==> src/rtl/core_pkg.sv <==
package core_pkg;

	typedef logic [31:0] word_t;
	typedef logic [4:0]  reg_idx_t;

	localparam int NUM_REGS = 32;

	typedef enum logic [1:0] {
		FETCH,
		LOAD_INSTR,
		EXECUTE,
		WRITEBACK
	} state_t;

	// blt and bltu reuse the slt and sltu codes
	typedef enum logic [3:0] {
		ALU_ADD,
		ALU_SUB,
		ALU_XOR,
		ALU_OR,
		ALU_AND,
		ALU_SLL,
		ALU_SRL,
		ALU_SRA,
		ALU_SLT,
		ALU_SLTU,
		ALU_PASS_B, // lui
		ALU_BEQ,
		ALU_BNE,
		ALU_BGE,
		ALU_BGEU
	} alu_op_t;

endpackage

==> src/rtl/isa_pkg.sv <==
package isa_pkg;

	typedef logic [6:0] opcode_t;
	typedef logic [2:0] funct3_t;
	typedef logic [6:0] funct7_t;

	// major opcodes kept by this core
	localparam opcode_t OP_REG    = 7'b0110011;
	localparam opcode_t OP_IMM    = 7'b0010011;
	localparam opcode_t OP_LUI    = 7'b0110111;
	localparam opcode_t OP_BRANCH = 7'b1100011;

	// alu group, shared by reg and imm forms
	localparam funct3_t F3_ADD_SUB = 3'b000;
	localparam funct3_t F3_SLL     = 3'b001;
	localparam funct3_t F3_SLT     = 3'b010;
	localparam funct3_t F3_SLTU    = 3'b011;
	localparam funct3_t F3_XOR     = 3'b100;
	localparam funct3_t F3_SRL_SRA = 3'b101;
	localparam funct3_t F3_OR      = 3'b110;
	localparam funct3_t F3_AND     = 3'b111;

	// branch compares
	localparam funct3_t F3_BEQ  = 3'b000;
	localparam funct3_t F3_BNE  = 3'b001;
	localparam funct3_t F3_BLT  = 3'b100;
	localparam funct3_t F3_BGE  = 3'b101;
	localparam funct3_t F3_BLTU = 3'b110;
	localparam funct3_t F3_BGEU = 3'b111;

	localparam funct7_t FUNCT7_ALT = 7'b0100000; // sub, sra, srai

endpackage

==> src/rtl/instr_decoder.sv <==
`timescale 1ns/1ps

module instr_decoder (
	input  core_pkg::word_t    ir,
	output core_pkg::reg_idx_t rs1,
	output core_pkg::reg_idx_t rs2,
	output core_pkg::reg_idx_t rd,
	output core_pkg::word_t    imm,
	output logic               use_imm,
	output core_pkg::alu_op_t  alu_op,
	output logic               reg_write,
	output logic               is_branch
);
	import core_pkg::*;
	import isa_pkg::*;

	opcode_t opcode;
	funct3_t funct3;
	funct7_t funct7;
	logic    plain;
	logic    alt;

	function automatic alu_op_t arith_op(input funct3_t f3, input logic sel_alt);
		case (f3)
			F3_ADD_SUB: return sel_alt ? ALU_SUB : ALU_ADD;
			F3_SLL:     return ALU_SLL;
			F3_SLT:     return ALU_SLT;
			F3_SLTU:    return ALU_SLTU;
			F3_XOR:     return ALU_XOR;
			F3_SRL_SRA: return sel_alt ? ALU_SRA : ALU_SRL;
			F3_OR:      return ALU_OR;
			default:    return ALU_AND;
		endcase
	endfunction

	assign opcode = ir[6:0];
	assign rd     = ir[11:7];
	assign funct3 = ir[14:12];
	assign rs1    = ir[19:15];
	assign rs2    = ir[24:20];
	assign funct7 = ir[31:25];
	assign plain  = (funct7 == '0);
	assign alt    = (funct7 == FUNCT7_ALT);

	always_comb begin
		imm       = '0;
		use_imm   = 1'b0;
		alu_op    = ALU_ADD;
		reg_write = 1'b0;
		is_branch = 1'b0;
		case (opcode)
			OP_REG: begin
				alu_op    = arith_op(funct3, alt);
				reg_write = plain || (alt && (funct3 == F3_ADD_SUB || funct3 == F3_SRL_SRA));
			end
			OP_IMM: begin
				imm       = {{20{ir[31]}}, ir[31:20]};
				use_imm   = 1'b1;
				alu_op    = arith_op(funct3, alt && funct3 == F3_SRL_SRA); // addi has no sub
				if (funct3 == F3_SLL)
					reg_write = plain;
				else if (funct3 == F3_SRL_SRA)
					reg_write = plain || alt;
				else
					reg_write = 1'b1;
			end
			OP_LUI: begin
				imm       = {ir[31:12], 12'b0};
				use_imm   = 1'b1;
				alu_op    = ALU_PASS_B;
				reg_write = 1'b1;
			end
			OP_BRANCH: begin
				imm       = {{19{ir[31]}}, ir[31], ir[7], ir[30:25], ir[11:8], 1'b0};
				is_branch = 1'b1;
				case (funct3)
					F3_BEQ:  alu_op = ALU_BEQ;
					F3_BNE:  alu_op = ALU_BNE;
					F3_BLT:  alu_op = ALU_SLT;
					F3_BGE:  alu_op = ALU_BGE;
					F3_BLTU: alu_op = ALU_SLTU;
					F3_BGEU: alu_op = ALU_BGEU;
					default: is_branch = 1'b0; // 010 and 011 unused
				endcase
			end
			default: ; // unknown opcode retires as a no-op
		endcase
	end

endmodule

==> src/rtl/alu.sv <==
`timescale 1ns/1ps

module alu (
	input  core_pkg::word_t   a,
	input  core_pkg::word_t   b_reg,
	input  core_pkg::word_t   imm,
	input  logic              use_imm,
	input  core_pkg::alu_op_t alu_op,
	output core_pkg::word_t   result,
	output logic              branch_taken
);
	import core_pkg::*;

	word_t      op_b;
	logic [4:0] shamt;
	logic       lt_s;
	logic       lt_u;
	logic       br_lt_s;
	logic       br_lt_u;

	assign op_b  = use_imm ? imm : b_reg;
	assign shamt = op_b[4:0];
	assign lt_s  = $signed(a) < $signed(op_b);
	assign lt_u  = a < op_b;

	// branches always compare against the register operand
	assign br_lt_s = $signed(a) < $signed(b_reg);
	assign br_lt_u = a < b_reg;

	always_comb begin
		case (alu_op)
			ALU_ADD:    result = a + op_b;
			ALU_SUB:    result = a - op_b;
			ALU_XOR:    result = a ^ op_b;
			ALU_OR:     result = a | op_b;
			ALU_AND:    result = a & op_b;
			ALU_SLL:    result = a << shamt;
			ALU_SRL:    result = a >> shamt;
			ALU_SRA:    result = $signed(a) >>> shamt;
			ALU_SLT:    result = {31'b0, lt_s};
			ALU_SLTU:   result = {31'b0, lt_u};
			ALU_PASS_B: result = op_b;
			default:    result = '0;
		endcase
	end

	always_comb begin
		case (alu_op)
			ALU_BEQ:  branch_taken = (a == b_reg);
			ALU_BNE:  branch_taken = (a != b_reg);
			ALU_SLT:  branch_taken = br_lt_s; // blt
			ALU_BGE:  branch_taken = !br_lt_s;
			ALU_SLTU: branch_taken = br_lt_u; // bltu
			ALU_BGEU: branch_taken = !br_lt_u;
			default:  branch_taken = 1'b0;
		endcase
	end

endmodule

==> src/rtl/reg_file.sv <==
`timescale 1ns/1ps

module reg_file (
	input  logic               clk,
	input  logic               rst,
	input  core_pkg::reg_idx_t rs1,
	input  core_pkg::reg_idx_t rs2,
	output core_pkg::word_t    rs1_data,
	output core_pkg::word_t    rs2_data,
	input  logic               wr_en,
	input  core_pkg::reg_idx_t wr_idx,
	input  core_pkg::word_t    wr_data
);
	import core_pkg::*;

	word_t regs [NUM_REGS];

	assign rs1_data = regs[rs1];
	assign rs2_data = regs[rs2];

	// x0 stays zero since writes to index 0 never arrive
	always_ff @(posedge clk or posedge rst) begin
		if (rst) begin
			for (int i = 0; i < NUM_REGS; i++) begin
				regs[i] <= '0;
			end
		end else if (wr_en) begin
			regs[wr_idx] <= wr_data;
		end
	end

endmodule

==> src/rtl/control_fsm.sv <==
`timescale 1ns/1ps

module control_fsm #(
	parameter core_pkg::word_t reset_pc = 32'h0000_0000
) (
	input  logic               clk,
	input  logic               rst,
	output logic               fetch,
	output core_pkg::word_t    instr_addr,
	input  core_pkg::word_t    instr,
	output core_pkg::word_t    ir,
	input  core_pkg::reg_idx_t rd,
	input  logic               reg_write,
	input  logic               is_branch,
	input  core_pkg::word_t    imm,
	input  core_pkg::word_t    alu_result,
	input  logic               branch_taken,
	output logic               wr_en,
	output core_pkg::reg_idx_t wr_idx,
	output core_pkg::word_t    wr_data,
	output logic               retire,
	output core_pkg::word_t    retire_pc,
	output core_pkg::reg_idx_t retire_rd,
	output core_pkg::word_t    retire_data
);
	import core_pkg::*;

	state_t state;
	word_t  pc;
	word_t  next_pc;
	logic   writes_rd;

	assign instr_addr = pc;
	assign writes_rd  = reg_write && (rd != '0);
	assign wr_idx     = retire_rd; // retire record doubles as write port
	assign wr_data    = retire_data;

	// reset parks in writeback with strobes low, so fetch follows on the first edge
	always_ff @(posedge clk or posedge rst) begin
		if (rst) begin
			state       <= WRITEBACK;
			pc          <= reset_pc;
			next_pc     <= reset_pc;
			fetch       <= 1'b0;
			retire      <= 1'b0;
			wr_en       <= 1'b0;
			retire_pc   <= '0;
			retire_rd   <= '0;
			retire_data <= '0;
		end else begin
			case (state)
				FETCH: begin
					fetch <= 1'b0;
					state <= LOAD_INSTR;
				end
				LOAD_INSTR: begin
					state <= EXECUTE;
				end
				EXECUTE: begin
					next_pc     <= (is_branch && branch_taken) ? pc + imm : pc + 32'd4;
					retire      <= 1'b1;
					wr_en       <= writes_rd;
					retire_pc   <= pc;
					retire_rd   <= writes_rd ? rd : '0;
					retire_data <= writes_rd ? alu_result : '0;
					state       <= WRITEBACK;
				end
				WRITEBACK: begin
					retire <= 1'b0;
					wr_en  <= 1'b0;
					pc     <= next_pc;
					fetch  <= 1'b1;
					state  <= FETCH;
				end
			endcase
		end
	end

	always_ff @(posedge clk) begin
		if (state == LOAD_INSTR)
			ir <= instr; // instr held since the fetch edge
	end

endmodule

==> src/rtl/cpu_top.sv <==
`timescale 1ns/1ps

module cpu_top #(
	parameter core_pkg::word_t reset_pc = 32'h0000_0000
) (
	input  logic               clk,
	input  logic               rst,
	output logic               fetch,
	output core_pkg::word_t    instr_addr,
	input  core_pkg::word_t    instr,
	output logic               retire,
	output core_pkg::word_t    retire_pc,
	output core_pkg::reg_idx_t retire_rd,
	output core_pkg::word_t    retire_data
);
	import core_pkg::*;

	word_t    ir;
	reg_idx_t rs1;
	reg_idx_t rs2;
	reg_idx_t rd;
	word_t    imm;
	logic     use_imm;
	alu_op_t  alu_op;
	logic     reg_write;
	logic     is_branch;
	word_t    rs1_data;
	word_t    rs2_data;
	word_t    alu_result;
	logic     branch_taken;
	logic     wr_en;
	reg_idx_t wr_idx;
	word_t    wr_data;

	control_fsm #(
		.reset_pc(reset_pc)
	) control_fsm_inst (
		.clk(clk),
		.rst(rst),
		.fetch(fetch),
		.instr_addr(instr_addr),
		.instr(instr),
		.ir(ir),
		.rd(rd),
		.reg_write(reg_write),
		.is_branch(is_branch),
		.imm(imm),
		.alu_result(alu_result),
		.branch_taken(branch_taken),
		.wr_en(wr_en),
		.wr_idx(wr_idx),
		.wr_data(wr_data),
		.retire(retire),
		.retire_pc(retire_pc),
		.retire_rd(retire_rd),
		.retire_data(retire_data)
	);

	instr_decoder instr_decoder_inst (
		.ir(ir),
		.rs1(rs1),
		.rs2(rs2),
		.rd(rd),
		.imm(imm),
		.use_imm(use_imm),
		.alu_op(alu_op),
		.reg_write(reg_write),
		.is_branch(is_branch)
	);

	reg_file reg_file_inst (
		.clk(clk),
		.rst(rst),
		.rs1(rs1),
		.rs2(rs2),
		.rs1_data(rs1_data),
		.rs2_data(rs2_data),
		.wr_en(wr_en),
		.wr_idx(wr_idx),
		.wr_data(wr_data)
	);

	alu alu_inst (
		.a(rs1_data),
		.b_reg(rs2_data),
		.imm(imm),
		.use_imm(use_imm),
		.alu_op(alu_op),
		.result(alu_result),
		.branch_taken(branch_taken)
	);

endmodule

==> config.mk <==
export PLATFORM = sky130hd
export DESIGN_NAME = cpu_top
export DESIGN_NICKNAME = d
export VERILOG_FILES = /design/src/rtl/core_pkg.sv /design/src/rtl/isa_pkg.sv /design/src/rtl/instr_decoder.sv /design/src/rtl/alu.sv /design/src/rtl/reg_file.sv /design/src/rtl/control_fsm.sv /design/src/rtl/cpu_top.sv
export SDC_FILE = /design/constraint.sdc
export NUM_CORES = 2
export LEC_CHECK = 0
export BUFFER_PORTS_ARGS = -buffer_cell sky130_fd_sc_hd__buf_2
export CORE_ASPECT_RATIO = 1.25
export CORE_MARGIN = 5
export CORE_UTILIZATION = 35
export CTS_BUF_LIST = sky130_fd_sc_hd__clkbuf_8
export CTS_CLUSTER_DIAMETER = 150
export DETAILED_ROUTE_END_ITERATION = 8
export PLACE_DENSITY_LB_ADDON = 0.08
export RECOVER_POWER = 100
export SLEW_MARGIN = 10
export SYNTH_ARGS = -nofsm -noshare
export SYNTH_HDL_FRONTEND = slang
export SYNTH_SLANG_ARGS = --single-unit
==> constraint.sdc <==
create_clock -name clk -period 38.9 [get_ports clk]
set_input_delay 1.945 -clock clk [delete_from_list [all_inputs] [get_ports clk]]
set_output_delay 1.945 -clock clk [all_outputs]
set_load 0.05 [all_outputs]
==> flow_summary.toml <==
[power]
internal_power_mw = 1.90
clkPwrFrac_pct = 47.8
power.density_nw_per_um2 = 31.3
peakVddDrop_mv = 0.0219
switchingPower_mw = 0.636
p_sw_share_pct = 25.0
leakagePower_nw = 37.2
pwr-share-comb_pct = 2.5
seqPwrFrac_pct = 49.7

[sta]
worst_slack_ns = 17.87
fin_tns_setup_ns = 0
fmax_mhz = 47.5
min_period_ns = 21.03
fin_crit_sh_pct = 54.1
slew_headroom_pct = -486
final_max_slew_viol_count = 3033
fin_hold_ws_ns = 0.459
hold_violations = 0
setup_viol_count_final = 0
rsz0062_at_grt = "no"
fin_skew_ns = 0.0863
worstMarginPinSlew_ns = 8.79

[detailed_routing]
wire_per_inst_um = 36.0
drt-pass1-iter-count = 6
final_antenna_net_count = 0
viasPerCell = 6.22
drcViolationCount = 0
drtIter0Drc = 5567
route.vias.total = 56400
routed_wl_mm = 326

[yosys]
synth.distinct_cells = 99
synth_flop_cell = "dfrtp_1"
avgSynthCellArea_um2 = 12.0
synth_edf_count = 32
yosysWarningCount = 0
async_flop_share_pct = 97.3
syn-cell-area_um2 = 74000
yosys-top-cells-count = "1160 x dfrtp_1, 1117 x mux2_2, 449 x mux2i_1"
synth.most_common_cell = "dfrtp_1"
synth_area_leaders = "dfrtp_1 39%, mux2_2 17%, mux4_2 13%"
yosysSeqAreaShare_pct = 40.6
syn-num-nets = 6355
ys_seq_elements = 1194
synth_top_area_share_pct = 39.2
synthCells = 6153
yosysTopAreaCell = "dfrtp_1"

[worst_setup_path]
crit_path_start_kind = "flop"
critical_path_required_ns = 39.72
crit_path_cell_trace = "clkbuf_1 > clkbuf_1 > clkbuf_1 > clkbuf_1 > mux4_2 > mux4_2 > mux2i_1 > ha_1 > nand4_1 > o22ai_1 > o21ba_2 > nor3b_1 > a21oi_1 > o21ai_0 > a31oi_1 > nor3_2 > clkbuf_1 > mux2i_1 > xnor2_1 > mux2_1"
crit_slowest_cell = "clkbuf_1"
regToRegStartpoint = "control_fsm_inst.ir[21]"
worst_path_most_repeated_cell = "clkbuf_1"
critPathLaunch = "control_fsm_inst.ir[21]"
r2r_slack_ns = 17.87
arrival_ns = 21.86
critPathMaxStageDelay_ns = 5.34
path_max_fanout = 98
crit_type = "flop to flop"
worstSetupEndpointType = "flop"

[outcome]
outcome = "complete, but fails checks"
violations = "capacitance limit, slew limit"

[finish]
final_util_pct = 38.6
stdcell_count = 9072
final-seq-area_um2 = 30000
n_fill_cell = 20500
nets = 6358
multi_input_area_um2 = 41200
area_delta_synth_final_pct = 9.62
final_layout_size_suffix_gt1_share_pct = 32.5

[global_route]
grt_antenna_before_repair = 22
grt_overflow_total = 0
first_global_vias = 57100
gr-usage-all-layers_pct = 28.9
grt_pass1_wl_mm = 457
grt_max_degree = 159

[worst_hold_path]
min_from = "control_fsm_inst.next_pc[2]"
min_path_type = "flop to flop"

[floorplanning]
die-area_um2 = 221000
ios = 137
fp.dieH_um = 524
die_w_um = 421
start_util_pct = 35.2
fp.coreArea_um2 = 210000
std_cell_rows = 188

[placement]
gp_congestion = 1.02
dp_hpwl_mm = 208
dpl_worst_slack_ns = 28.90
dp.cells = 8694
port_buffers = 136

[clock_tree]
clk_pin_slew_ns = 0.07
cts_tree = "yes"
clk_path_buf_depth = 4
cts_resized = 0
holdBufCountCts = 0
cts_sinks = 1194
cts_max_level = 4
root_buffer = "clkbuf_8"
cts_buffers = 215
postCtsSetupBuffers = 0
clk_latency_ns = 1.00

[run]
drv_cap = 88
[flip-flops by register name, summed over array words and instances, names as in the netlist, 2 cells and up]
| register | cells |
|---|---|
| control_fsm_inst.retire_pc | 32 |
| control_fsm_inst.ir | 32 |
| reg_file_inst.regs | 1024 |
| control_fsm_inst.state | 2 |
| control_fsm_inst.instr_addr | 32 |
| control_fsm_inst.retire_data | 32 |
| control_fsm_inst.retire_rd | 5 |
| control_fsm_inst.next_pc | 32 |
[final cells by class]
cell class	instances	share of cell area (%)
Antenna cell	9	0.0278
Clock buffer	262	4.44
Clock inverter	107	0.754
Inverter	126	0.584
Multi-Input combinational cell	4294	50.7
Sequential cell	1194	37.0
Tap cell	2755	4.25
Timing Repair Buffer	325	2.17
[power by group through the flow]
stage	Sequential, mW	Combinational [mW]	Clock [mW]
4_1_cts	1.26	0.0688	1.25
2_1_floorplan	1.30	0.0331	0
5_1_grt	1.26	0.0721	1.29
6_report	1.26	0.0641	1.21
3_5_place_dp	1.28	0.0685	0
3_3_place_gp	1.28	0.0683	0
[worst max-delay path, delay by kind of cell (launching register included)]
family	cells	cell delay (ns)
muxes	5	2.54
buffers and inverters	5	14.72
and+or+nand+nor	3	1.23
DFF	1	0.75
adders and majority gates	1	0.37
AOI/OAI and AO/OA	5	0.90
xor gates and xnor gates	1	0.22
[final timing paths]
| check | endpoint | depth (start not counted) |
|---|---|---|
| max in group asynchronous | reg_file_inst.regs[141] | 5 |
| worst min-delay path | control_fsm_inst.instr_addr[2] | 1 |
| worst min register to register | control_fsm_inst.instr_addr[2] | 1 |
| worst max-delay path | control_fsm_inst.next_pc[29] | 20 |
| worst max register to register | control_fsm_inst.next_pc[29] | 20 |
| min in group asynchronous | reg_file_inst.regs[1014] | 2 |
[logic make-up (layout without fill, tap and decap cells)]
logic type | after synthesis | count (layout) | share of synthesized area [%]
simple gates | 1002 | 1002 | 6.35
flops | 1194 | 1194 | 40.6
buf+inv | 665 | 820 | 3.92
xor+xnor | 88 | 88 | 1.04
mux | 1982 | 1982 | 35.7
compound gates | 1053 | 1053 | 9.52
other cells | 0 | 9 | 0
fa+ha+maj | 169 | 169 | 2.86
[cells in the final DEF, fill, tap and decap left out, drive strengths merged, types with 9 or more instances in the layout]
cell type  Yosys  final
dfrtp       1160   1160
mux2        1118   1118
mux2i        450    450
clkbuf       334    431
mux4         414    414
nand2        306    306
nor2         278    278
a21oi        266    266
a22oi        202    202
inv          124    197
ha           167    167
o21ai        160    160
buf          205    156
nand3        119    119
a211oi        60     60
nor3          60     60
a21o          53     53
xnor2         51     51
nor2b         46     46
nand4         44     44
xor2          37     37
a31oi         33     33
edfxtp        32     32
o21a          31     31
o211ai        31     31
a221oi        29     29
o22ai         28     28
o21bai        27     27
clkinv         2     26
and3          24     24
or3           23     23
nand2b        21     21
o31ai         19     19
and2          19     19
nor4          15     15
or2           14     14
o221ai        11     11
and4          10     10
o32a          10     10
diode          0      9
[metal layers]
layer	vias up	GRT usage [%]	share of wire, %
met3	721	4.56	6.1
met4	2	14.6	6.0
li1	23300	-	-
met5	-	0	0.0040
met1	30100	38.0	42
met2	2294	46.5	46
[stage by stage]
stage	cell area, µm²	power, mW
floorplan	74000	1.33
global placement	77600	1.35
detailed placement	77600	1.35
CTS	81800	2.58
global route	81100	2.63
finish	81100	2.54
Power figures use the tool's default switching activity.
